File: src/us_pkg.sv
// ====================
// shared widths, SCK divider and start delay of the
// ultrasound transmit and receive control path
// ====================

`default_nettype none

package us_pkg;

	// ====================
	// beamformer SPI frame
	// ====================
	localparam int BF_DATA_WIDTH      = 70;  // LM96570 longest frame
	localparam int BF_BIT_COUNT_WIDTH = 8;   // holds 1..70

	// clk cycles per half SCK period
	localparam int SCK_HALF_CYCLES    = 2;
	localparam int SCK_HALF_CNT_WIDTH =     // at least one bit
		(SCK_HALF_CYCLES > 1) ? $clog2(SCK_HALF_CYCLES) : 1;

	// ====================
	// echo acquisition
	// ====================
	localparam int ACQ_CNT_WIDTH      = 32;  // tx length, init delay, samples

	// ====================
	// start pulsers
	// ====================
	localparam int START_DELAY_CYCLES = 10;  // sampled edge to pulse
	localparam int START_DELAY_WIDTH  = 8;   // pulser down-counter

endpackage

`default_nettype wire
File: src/bf_spi_master.sv
// ====================
// LM96570 SPI master, variable-length frame out on SDO
// and captured back from SDI
// ====================

`timescale 1ns/1ps
`default_nettype none

module bf_spi_master (
	input  logic                                 clk,
	input  logic                                 rst_n,
	input  logic                                 start,       // one-cycle request
	input  logic [us_pkg::BF_DATA_WIDTH-1:0]      data_in,     // frame, right-aligned
	input  logic [us_pkg::BF_BIT_COUNT_WIDTH-1:0] num_of_bit,  // 1..70
	input  logic                                 spi_sdi,
	output logic                                 done,        // one-cycle pulse
	output logic [us_pkg::BF_DATA_WIDTH-1:0]      rd_data,     // captured frame
	output logic                                 spi_cs_n,
	output logic                                 spi_sck,
	output logic                                 spi_sdo
);

	import us_pkg::*;

	typedef enum logic [1:0] {
		st_idle,
		st_shift,   // bits on the bus
		st_trail,   // SCK low before CS_N rises
		st_done
	} state_t;

	state_t                        state;
	logic [SCK_HALF_CNT_WIDTH-1:0] half_cnt;    // cycles into half period
	logic [BF_BIT_COUNT_WIDTH-1:0] bit_cnt;     // bits left after current
	logic [BF_DATA_WIDTH-1:0]      tx_sr;       // next bit at MSB
	logic [BF_DATA_WIDTH-1:0]      rx_sr;       // shifts in at LSB
	logic [BF_DATA_WIDTH-1:0]      tx_aligned;  // frame moved to MSB
	logic                          half_end;    // last cycle of a half period

	assign tx_aligned = data_in << (BF_DATA_WIDTH - int'(num_of_bit));
	assign half_end   = (half_cnt == SCK_HALF_CNT_WIDTH'(SCK_HALF_CYCLES - 1));

	// ====================
	// control and bus pins
	// ====================
	always_ff @(posedge clk or negedge rst_n) begin
		if (!rst_n) begin
			state    <= st_idle;
			half_cnt <= '0;
			bit_cnt  <= '0;
			spi_cs_n <= 1'b1;
			spi_sck  <= 1'b0;
			spi_sdo  <= 1'b0;
			done     <= 1'b0;
		end else begin
			done <= 1'b0;
			case (state)
				st_idle: begin
					if (start) begin
						state    <= st_shift;
						spi_cs_n <= 1'b0;                   // first bit valid here
						spi_sck  <= 1'b0;
						spi_sdo  <= tx_aligned[BF_DATA_WIDTH-1];
						half_cnt <= '0;
						bit_cnt  <= num_of_bit - 1'b1;
					end
				end
				st_shift: begin
					half_cnt <= half_end ? '0 : half_cnt + 1'b1;
					if (half_end) begin
						if (!spi_sck) begin
							spi_sck <= 1'b1;                // rising edge, sample
						end else begin
							spi_sck <= 1'b0;                // falling edge, next bit
							if (bit_cnt == '0) begin
								state <= st_trail;
							end else begin
								bit_cnt <= bit_cnt - 1'b1;
								spi_sdo <= tx_sr[BF_DATA_WIDTH-2];
							end
						end
					end
				end
				st_trail: begin
					half_cnt <= half_end ? '0 : half_cnt + 1'b1;
					if (half_end) begin
						state    <= st_done;
						spi_cs_n <= 1'b1;                   // end of frame
						spi_sdo  <= 1'b0;
					end
				end
				default: begin                              // st_done
					state <= st_idle;
					done  <= 1'b1;
				end
			endcase
		end
	end

	// ====================
	// shift registers
	// ====================
	always_ff @(posedge clk) begin
		if (state == st_idle && start) begin
			tx_sr <= tx_aligned;
			rx_sr <= '0;                                    // upper bits end up zero
		end else if (state == st_shift && half_end) begin
			if (!spi_sck)
				rx_sr <= {rx_sr[BF_DATA_WIDTH-2:0], spi_sdi};  // slave bit stable since fall
			else
				tx_sr <= tx_sr << 1;
		end
		if (state == st_done)
			rd_data <= rx_sr;                               // same cycle as done
	end

	// frame length checked only when a request is taken
	a_num_of_bit: assert property (@(posedge clk) disable iff (!rst_n)
		(start && state == st_idle) |->
		(num_of_bit >= 1 && num_of_bit <= BF_DATA_WIDTH));

	// SCK idles low outside a frame
	a_sck_idle: assert property (@(posedge clk) disable iff (!rst_n)
		spi_cs_n |-> !spi_sck);

endmodule

`default_nettype wire

File: src/delayed_pulser.sv
// ====================
// rising-edge detector with delayed single-cycle pulse
// ====================

`timescale 1ns/1ps
`default_nettype none

module delayed_pulser #(
	parameter int DELAY = us_pkg::START_DELAY_CYCLES  // cycles edge to pulse
) (
	input  logic clk,
	input  logic rst_n,
	input  logic sig_in,   // host level command
	output logic pulse     // one cycle wide
);

	import us_pkg::*;

	logic                         sig_d;     // previous sample of sig_in
	logic                         sig_rise;  // low then high
	logic                         busy;      // delay running
	logic [START_DELAY_WIDTH-1:0] cnt;       // cycles left

	assign sig_rise = sig_in & ~sig_d;

	always_ff @(posedge clk or negedge rst_n) begin
		if (!rst_n) begin
			sig_d <= 1'b0;
			busy  <= 1'b0;
			cnt   <= '0;
			pulse <= 1'b0;
		end else begin
			sig_d <= sig_in;
			pulse <= 1'b0;                                  // default low
			if (busy) begin
				if (cnt == '0) begin
					pulse <= 1'b1;                          // delay expired
					busy  <= 1'b0;
				end else begin
					cnt <= cnt - 1'b1;
				end
			end else if (sig_rise) begin
				busy <= 1'b1;                               // edges while busy are dropped
				cnt  <= START_DELAY_WIDTH'(DELAY - 1);
			end
		end
	end

	// delay must fit the counter and be non-zero
	a_delay_range: assert property (@(posedge clk) disable iff (!rst_n)
		(DELAY >= 1) && (DELAY < (1 << START_DELAY_WIDTH)));

endmodule

`default_nettype wire

File: src/echo_acq_fsm.sv
// ====================
// transmit enable, initial delay and sample window FSM
// ====================

`timescale 1ns/1ps
`default_nettype none

module echo_acq_fsm (
	input  logic                            clk,
	input  logic                            rst_n,
	input  logic                            start,                 // one-cycle request
	input  logic [us_pkg::ACQ_CNT_WIDTH-1:0] adc_start_length,      // tx_en cycles
	input  logic [us_pkg::ACQ_CNT_WIDTH-1:0] adc_init_delay,        // gap cycles
	input  logic [us_pkg::ACQ_CNT_WIDTH-1:0] adc_samples_per_echo,  // window cycles
	output logic                            tx_en,                 // beamformer fire
	output logic                            fifo_en,               // sample window
	output logic                            done                   // one-cycle pulse
);

	import us_pkg::*;

	typedef enum logic [1:0] {
		st_idle,
		st_fire,     // tx_en high
		st_wait,     // both low
		st_window    // fifo_en high
	} state_t;

	state_t                   state;
	logic [ACQ_CNT_WIDTH-1:0] cnt;       // cycles left in phase, minus one
	logic                     cnt_zero;  // phase ends this cycle

	assign cnt_zero = (cnt == '0);

	// ====================
	// phase sequencing
	// ====================
	always_ff @(posedge clk or negedge rst_n) begin
		if (!rst_n) begin
			state   <= st_idle;
			cnt     <= '0;
			tx_en   <= 1'b0;
			fifo_en <= 1'b0;
			done    <= 1'b0;
		end else begin
			done <= 1'b0;
			case (state)
				st_idle: begin
					if (start) begin
						state <= st_fire;
						tx_en <= 1'b1;                      // rises the cycle after start
						cnt   <= adc_start_length - 1'b1;
					end
				end
				st_fire: begin
					if (cnt_zero) begin
						state <= st_wait;
						tx_en <= 1'b0;
						cnt   <= adc_init_delay - 1'b1;     // reload for the gap
					end else begin
						cnt <= cnt - 1'b1;
					end
				end
				st_wait: begin
					if (cnt_zero) begin
						state   <= st_window;
						fifo_en <= 1'b1;                    // open sample window
						cnt     <= adc_samples_per_echo - 1'b1;
					end else begin
						cnt <= cnt - 1'b1;
					end
				end
				default: begin                              // st_window
					if (cnt_zero) begin
						state   <= st_idle;
						fifo_en <= 1'b0;
						done    <= 1'b1;                    // right after the window
					end else begin
						cnt <= cnt - 1'b1;
					end
				end
			endcase
		end
	end

	// no sampling while the transmitter fires
	a_no_overlap: assert property (@(posedge clk) disable iff (!rst_n)
		!(tx_en && fifo_en));

	// a zero length would wrap the counter
	a_lengths: assert property (@(posedge clk) disable iff (!rst_n)
		(start && state == st_idle) |->
		(adc_start_length != '0 && adc_init_delay != '0 &&
		 adc_samples_per_echo != '0));

endmodule

`default_nettype wire

File: src/us_frontend_top.sv
// ====================
// front end top, start pulsers, beamformer SPI master
// and echo acquisition FSM
// ====================

`timescale 1ns/1ps
`default_nettype none

module us_frontend_top (
	input  logic                                 clk,
	input  logic                                 rst_n,
	// host commands
	input  logic                                 bf_spi_start,          // level, rise starts frame
	input  logic                                 bf_tx_en,              // level, rise starts echo
	input  logic [us_pkg::BF_DATA_WIDTH-1:0]      data_in,
	input  logic [us_pkg::BF_BIT_COUNT_WIDTH-1:0] num_of_bit,
	input  logic [us_pkg::ACQ_CNT_WIDTH-1:0]      adc_start_length,
	input  logic [us_pkg::ACQ_CNT_WIDTH-1:0]      adc_init_delay,
	input  logic [us_pkg::ACQ_CNT_WIDTH-1:0]      adc_samples_per_echo,
	// beamformer SPI
	input  logic                                 spi_sdi,
	output logic                                 spi_cs_n,
	output logic                                 spi_sck,
	output logic                                 spi_sdo,
	// host status
	output logic                                 bf_spi_done,
	output logic [us_pkg::BF_DATA_WIDTH-1:0]      rd_data,
	output logic                                 bf_tx_en_pin,          // beamformer TX enable
	output logic                                 fifo_en,               // sample window
	output logic                                 fsm_done
);

	logic spi_start_pulse;  // delayed frame request
	logic tx_start_pulse;   // delayed acquisition request

	// ====================
	// beamformer SPI path
	// ====================
	delayed_pulser spi_start_pulser (
		.clk    (clk),
		.rst_n  (rst_n),
		.sig_in (bf_spi_start),
		.pulse  (spi_start_pulse)
	);

	bf_spi_master bf_spi_master_inst (
		.clk        (clk),
		.rst_n      (rst_n),
		.start      (spi_start_pulse),
		.data_in    (data_in),
		.num_of_bit (num_of_bit),
		.spi_sdi    (spi_sdi),
		.done       (bf_spi_done),
		.rd_data    (rd_data),
		.spi_cs_n   (spi_cs_n),
		.spi_sck    (spi_sck),
		.spi_sdo    (spi_sdo)
	);

	// ====================
	// transmit and acquire path
	// ====================
	delayed_pulser tx_start_pulser (
		.clk    (clk),
		.rst_n  (rst_n),
		.sig_in (bf_tx_en),
		.pulse  (tx_start_pulse)
	);

	echo_acq_fsm echo_acq_fsm_inst (
		.clk                  (clk),
		.rst_n                (rst_n),
		.start                (tx_start_pulse),
		.adc_start_length     (adc_start_length),
		.adc_init_delay       (adc_init_delay),
		.adc_samples_per_echo (adc_samples_per_echo),
		.tx_en                (bf_tx_en_pin),
		.fifo_en              (fifo_en),
		.done                 (fsm_done)
	);

endmodule

`default_nettype wire

File: config.mk
export PLATFORM = sky130hd
export DESIGN_NAME = us_frontend_top
export DESIGN_NICKNAME = d
export VERILOG_FILES = /design/src/us_pkg.sv /design/src/bf_spi_master.sv /design/src/delayed_pulser.sv /design/src/echo_acq_fsm.sv /design/src/us_frontend_top.sv
export SDC_FILE = /design/constraint.sdc
export NUM_CORES = 1
export LEC_CHECK = 0
export ABC_CLOCK_PERIOD_IN_PS = 3400
export BUFFER_PORTS_ARGS = -buffer_cell sky130_fd_sc_hd__buf_4
export CORE_MARGIN = 4
export CORE_UTILIZATION = 49
export CTS_CLUSTER_SIZE = 16
export DETAILED_ROUTE_END_ITERATION = 8
export PLACE_DENSITY = 0.72
export SYNTH_ARGS = -nofsm -noshare
export SYNTH_HDL_FRONTEND = slang
export SYNTH_SLANG_ARGS = --single-unit
File: constraint.sdc
create_clock -name clk -period 3.4 [get_ports clk]
set_input_delay 0.68 -clock clk [delete_from_list [all_inputs] [get_ports clk]]
set_output_delay 0.68 -clock clk [all_outputs]
set_load 0.02 [all_outputs]
* Word level (Yosys, flattened, before mapping)
Cells that the tools add are included.
** Operators by class
- Add/sub/neg operators :: 10
- Equal/unequal tests :: 17
- Shift operators :: 1
- Muxes and demuxes :: 62
- Bitwise gates (word level) :: 6
- Reductions and logical operators :: 36
** Operators with widths (number)
- $mux W69 :: 3
- $mux W32 :: 4
- $sub A32 B1 Y32 const B :: 4
- $pmux W32 S3 :: 1
- $mux W8 :: 10
- $shl A70 B32 Y70 :: 1
- $logic_not A32 Y1 :: 1
- $sub A8 B1 Y8 const B :: 4
- $mux W1 :: 26
- $logic_not A8 Y1 :: 3
- $mux W2 :: 9
- $reduce_bool A2 Y1 :: 9
- $pmux W8 S2 :: 1
- $reduce_and A2 Y1 :: 7
- $ne A2 B1 Y1 const B :: 6
- $pmux W2 S3 :: 2
- $ne A2 B2 Y1 const B :: 5
- $pmux W1 S2 :: 5
- $reduce_and A5 Y1 :: 2
- $reduce_and A3 Y1 :: 3
- $sub A7 B8 Y9 const A :: 1
- $eq A2 B2 Y1 const B :: 3
- $reduce_and A6 Y1 :: 1
- $reduce_or A3 Y1 :: 2
- 11 further kinds :: 19
** Word-level totals
- Bits in registers :: 283
- Input bits :: 179
- Output and inout port bits :: 77
- Word-level logic and storage cells :: 155

* Longest topological paths before layout
- Depth in word-level cells :: 5
- Gate-level depth with buffers :: 11
- Mapped depth without buffers :: 10

* Modules after synthesis
Synthesis repeated with hierarchy kept, for this count alone.
** Unflattened totals
- Cells, all modules :: 2010
- Area total of the unflattened synthesis :: 19217.2 µm²
** Modules (own cells, without submodules)
- bf_spi_master :: times used 1, cells an instance 1261, area an instance 13406.6 µm², seq. area each 5952.0 µm²
- echo_acq_fsm :: times used 1, cells an instance 637, area an instance 4662.0 µm², seq. area each 925.9 µm²
- delayed_pulser :: times used 2, cells an instance 56, area an instance 574.3 µm², seq. area each 275.3 µm²

* Worst setup path after synthesis
Ideal clock, no wire load.
- Path kind :: flip-flop to flip-flop
- From :: register bf_spi_master_inst.state[1]
- To :: register bf_spi_master_inst.tx_sr[0], enable pin
- Library setup time :: 426 ps
- Arrival :: 3089 ps
- Data required time :: 2974 ps
- Setup slack :: -114 ps
- Stages on the path, launching flop included :: 7
- Path buffers :: 3
- Period minus slack after synthesis :: 3514 ps
- Cell sequence :: dfrtp_1 > inv_1 > ha_1 > clkbuf_1 > clkbuf_1 > clkbuf_1 > a21o_1
** On the way
- Cells in the longest elaborated chain, start to end :: 4
- Elaborated cells between the ends (all ways) :: 7
- Those cells by class :: eq/ne: 1; reduce/logical: 6
** Ends and longest elaborated chain
- from (decl) :: RTL line bf_spi_master.sv:32 : state_t state;
- from (signal assigned) :: RTL line bf_spi_master.sv:48 : state <= st_idle;
- from (signal assigned) :: RTL line bf_spi_master.sv:60 : state <= st_shift;
- from (signal assigned) :: RTL line bf_spi_master.sv:76 : state <= st_trail;
- $eq A2 B1 Y1 or $logic_not A2 Y1 (tied branches) :: RTL line bf_spi_master.sv:107, bf_spi_master.sv:104
- $logic_and A1 B1 Y1, on equally long branches :: RTL line bf_spi_master.sv:107, bf_spi_master.sv:104
- $reduce_bool A2 Y1 (no line)
- $reduce_and A2 Y1 (no line) *
- to (signal assigned) :: RTL line bf_spi_master.sv:105 : tx_sr <= tx_aligned;
- to (signal assigned) :: RTL line bf_spi_master.sv:111 : tx_sr <= tx_sr << 1;
- to (decl) :: RTL line bf_spi_master.sv:35 : logic [BF_DATA_WIDTH-1:0] tx_sr;
Mark *: on every way between the ends. The rest lies on a longest branch, timed or not.
A chain may end at the register's enable or synchronous reset.

* Worst setup path after layout
- From :: input num_of_bit[0] (netlist bit)
- To :: register bf_spi_master_inst.tx_sr[57], data pin
** On the way
- Cells in the longest elaborated chain, start to end :: 3
** Ends and longest elaborated chain
- from (decl) :: RTL line us_frontend_top.sv:16 : input logic [us_pkg::BF_BIT_COUNT_WIDTH-1:0] num_of_bit,
- $sub A7 B8 Y9 :: RTL line bf_spi_master.sv:40 : assign tx_aligned = data_in << (BF_DATA_WIDTH - int'(num_of_bit));
- $shl A70 B32 Y70 :: RTL line bf_spi_master.sv:40
- $mux W69 :: RTL line bf_spi_master.sv:104 : if (state == st_idle && start) begin
Every way passes these cells.

==> flow_summary.rst <==
.. list-table::
   :header-rows: 1

   * - Metric
     - Value
   * - Number of buffers inserted to repair setup after CTS
     - 0
   * - # diodes
     - 0
   * - Maximum frequency from static timing analysis
     - 334.8 MHz
   * - Final setup violating endpoints
     - 0
   * - Clk slew on worst S/H paths
     - 0.06 ns
   * - Final cell count without fillers
     - 2,739
   * - CTS buffer count
     - 31
   * - Setup repair after global routing missed its margin
     - false
   * - CTS hold repair buffers
     - 0
   * - Main combinational cell family by area after synthesis
     - simple AND/OR/NAND/NOR gates
   * - Cell area after synthesis
     - 18,480 sq um
   * - Post-synthesis sequential area ratio
     - 0.4020
   * - Clock tree root buffer cell
     - clkbuf_16
   * - Share of the synthesized area in the top cell type
     - 0.2259
   * - CP max FO
     - 6
   * - CTS tree
     - built
   * - TritonCTS sink count
     - 283
   * - Distinct cell type count after synthesis
     - 86
   * - Global-route wire length before repair
     - 93.45 mm
   * - Hold Fails Final Rpt
     - 0
   * - Max-cap violations
     - 0
   * - Multiplexer share of the synthesized area
     - 0.1422
   * - Worst hold path class
     - in2reg
   * - Async SR Flop Fraction
     - 0.2615
   * - Relative area change from synthesis to final layout
     - 22.86%
   * - Crit Path Class
     - in2reg
   * - Synth Area in Simple Gates
     - 0.1799
   * - Post-synthesis share of cell area spent on full adders, half adders and majority gates
     - 0.01287
   * - Result of the run
     - completed
   * - Row count
     - 70
   * - Number of ports placed on the die boundary
     - 256
   * - Ys Warns
     - 0
   * - Worst voltage drop across the vdd grid
     - 0.0003929 V
   * - Number of nets in the finished design
     - 2,408
   * - Crit path DAT
     - 3.41 ns
   * - Max-slew headroom at the worst pin
     - 0.3142
   * - Synth cell count leaders
     - 301 x nand2_1, 139 x edfxtp_1, 130 x a21oi_1, 98 x nor2_1, 97 x o21ai_0
   * - Synth Area in XOR/XNOR
     - 0.05919
   * - Die outline width
     - 202.2 microns
   * - Number of DRC markers in iteration 0
     - 1,824
   * - Share of post-route cells with drive strength above 1
     - 0.2492
   * - Cell type contributing the most total cell area after synthesis
     - edfxtp_1
   * - Clock skew
     - 0.01375 ns
   * - # resized after CTS
     - 0
   * - Dpl cells
     - 2,681
   * - Number of port buffers
     - 255
   * - Clock Latency Late Sink
     - 0.58 ns
   * - Post-route ant nets
     - 0
   * - Initial antenna violation count
     - 1
   * - Vias per Instance
     - 6.173
   * - Die Area
     - 40,880 sq um
   * - Starting density of the core
     - 0.5011
   * - Fin crit share
     - 0.8785
   * - DRC Markers
     - 0
   * - Final estimated routing congestion in global placement
     - 0.9876
   * - Synthesized-area fraction occupied by ao, oa, aoi and oai cells
     - 0.1675
   * - Largest net degree at the start of global routing
     - 75
   * - Worst Max-Slew Pin Slew
     - 1.029 ns
   * - WL/cell
     - 21.96 microns
   * - Total global routing overflow
     - 0
   * - Critical Path Sink Type
     - register
   * - Most common cell in the synthesized netlist
     - nand2_1
   * - Post-layout min period
     - 2.987 ns
   * - Number of nets produced by synthesis
     - 2,124
   * - Number of synthesized register bits
     - 283
   * - Post-Syn Area per Cell
     - 9.593 sq um
   * - Die H
     - 202.2 microns
   * - Worst slack on hold paths
     - 0.2146 ns
   * - P_leak
     - 8.845 nW
   * - Post-detailed-placement half-perimeter wirelength
     - 46.06 mm
   * - Post-synthesis instance total
     - 1,926
   * - Pwr dens
     - 598.6 nW/um^2
   * - Largest cells by area after synthesis
     - edfxtp_1 23%, dfrtp_1 9.9%, mux4_2 8.8%, dfxtp_1 7.6%, nand2_1 6.1%
   * - Via count of the first global-routing pass
     - 16,460
   * - Total detailed-routing wirelength
     - 60.15 mm
   * - Max-slew violations
     - 0
   * - CTS H-tree lvls
     - 1
   * - Via count
     - 16,910
   * - Total global-route track usage
     - 0.2819
   * - Top flip-flop cell by instance count after synthesis
     - edfxtp_1
   * - Total power
     - 0.01359 W
   * - EDFF count, synth
     - 139
   * - Setup_tns
     - 0 ns
   * - Core area
     - 36,870 sq um
   * - Bufs on Longest Clock Path
     - 3
   * - Startpoint Class
     - input port
   * - Required time at the endpoint of the critical path
     - 3.82 ns
   * - Pre-Repair DR Iteration Count
     - 6
[cell families after synthesis]
logic type	after synthesis
compound gates	476
simple gates	692
flops	283
xor+xnor	124
fa+ha+maj	19
mux	171
buf+inv	161
[sequential cells by signal, summed over array words and instances (netlist names), 2 cells and up]
signal and cells:
echo_acq_fsm_inst.state 2, bf_spi_master_inst.state 2, echo_acq_fsm_inst.cnt 32, spi_start_pulser.cnt 8
bf_spi_master_inst.tx_sr 69, bf_spi_master_inst.rx_sr 70, bf_spi_master_inst.bit_cnt 8, tx_start_pulser.cnt 8
bf_spi_master_inst.rd_data 70
[area by class of cell]
cell class                 count  area, sq um
inverter                      35        131.4
timing repair buffer         377         2968
clock inverter                19        261.5
clock buffer                  39        845.8
sequential                   283         7428
fill                        3034        14170
tap                          504        630.6
multi-input combinational   1482        10440
[power by group]
group          total, W  internal [W]  switching (W)
Sequential      0.00470       0.00423       0.000468
Clock           0.00360       0.00216        0.00144
Combinational   0.00529       0.00206        0.00322
[layout by cell type, fill, tap and decap left out, drive strengths merged, types with 20 or more instances in the layout]
cell and instances:
mux2i 87, edfxtp 139, nor3 73, xor2 54
buf 377, nor4 35, xnor2 70, nand2 301
dfxtp 70, o21ai 102, nor2 101, inv 41
a21oi 130, nand3 48, a22oi 60, a22o 26
or3 21, mux4 72, clkbuf 39, dfrtp 73
and3 20, o22ai 32
[final timing paths]
check,slack (ns),depth (start not counted),endpoint,start
max reg2reg,0.43,7,echo_acq_fsm_inst.cnt[8]$_DFFE_PN0P_,echo_acq_fsm_inst.cnt[8]$_DFFE_PN0P_
min in group asynchronous,0.27,1,bf_spi_master_inst.done$_DFF_PN0_,rst_n
max,0.41,9,bf_spi_master_inst.tx_sr[57]$_DFFE_PP_,num_of_bit[0]
max in group asynchronous,2.45,1,tx_start_pulser.cnt[0]$_DFFE_PN0P_,rst_n
min,0.21,1,tx_start_pulser.sig_d$_DFF_PN0_,bf_tx_en
min reg2reg,0.44,0,bf_spi_master_inst.rd_data[69]$_DFFE_PN_,bf_spi_master_inst.rx_sr[69]$_SDFFE_PP0P_
[per-layer routing]
layer  part of all wire  GRT usage  up-vias
met4              0.025    0.06984        2
met3              0.097    0.05920      120
li1                   -          -     7829
met1               0.42     0.4018     8116
met2               0.45     0.4444      840
met5            0.00023          0        -
[stage by stage]
step	setup slack (ns)	utilization	instance area (sq um)
after floorplan	0.2599	-	18480
after global placement	-0.07910	0.5856	21590
after detailed placement	-0.1100	0.5856	21590
after CTS	0.4545	0.6156	22700
after global routing	0.2854	0.6156	22700
final	0.4130	0.6156	22700
[critical path, stage by stage]
cell	delay, ns
buf_4	0.13
ha_2	0.23
a2111oi_2	0.52
buf_4	0.20
o21ba_2	0.19
nand2_1	0.16
o21ai_0	0.83
a22oi_1	0.25
o211ai_1	0.22
No activity file was read; power rests on OpenSTA's default activity.
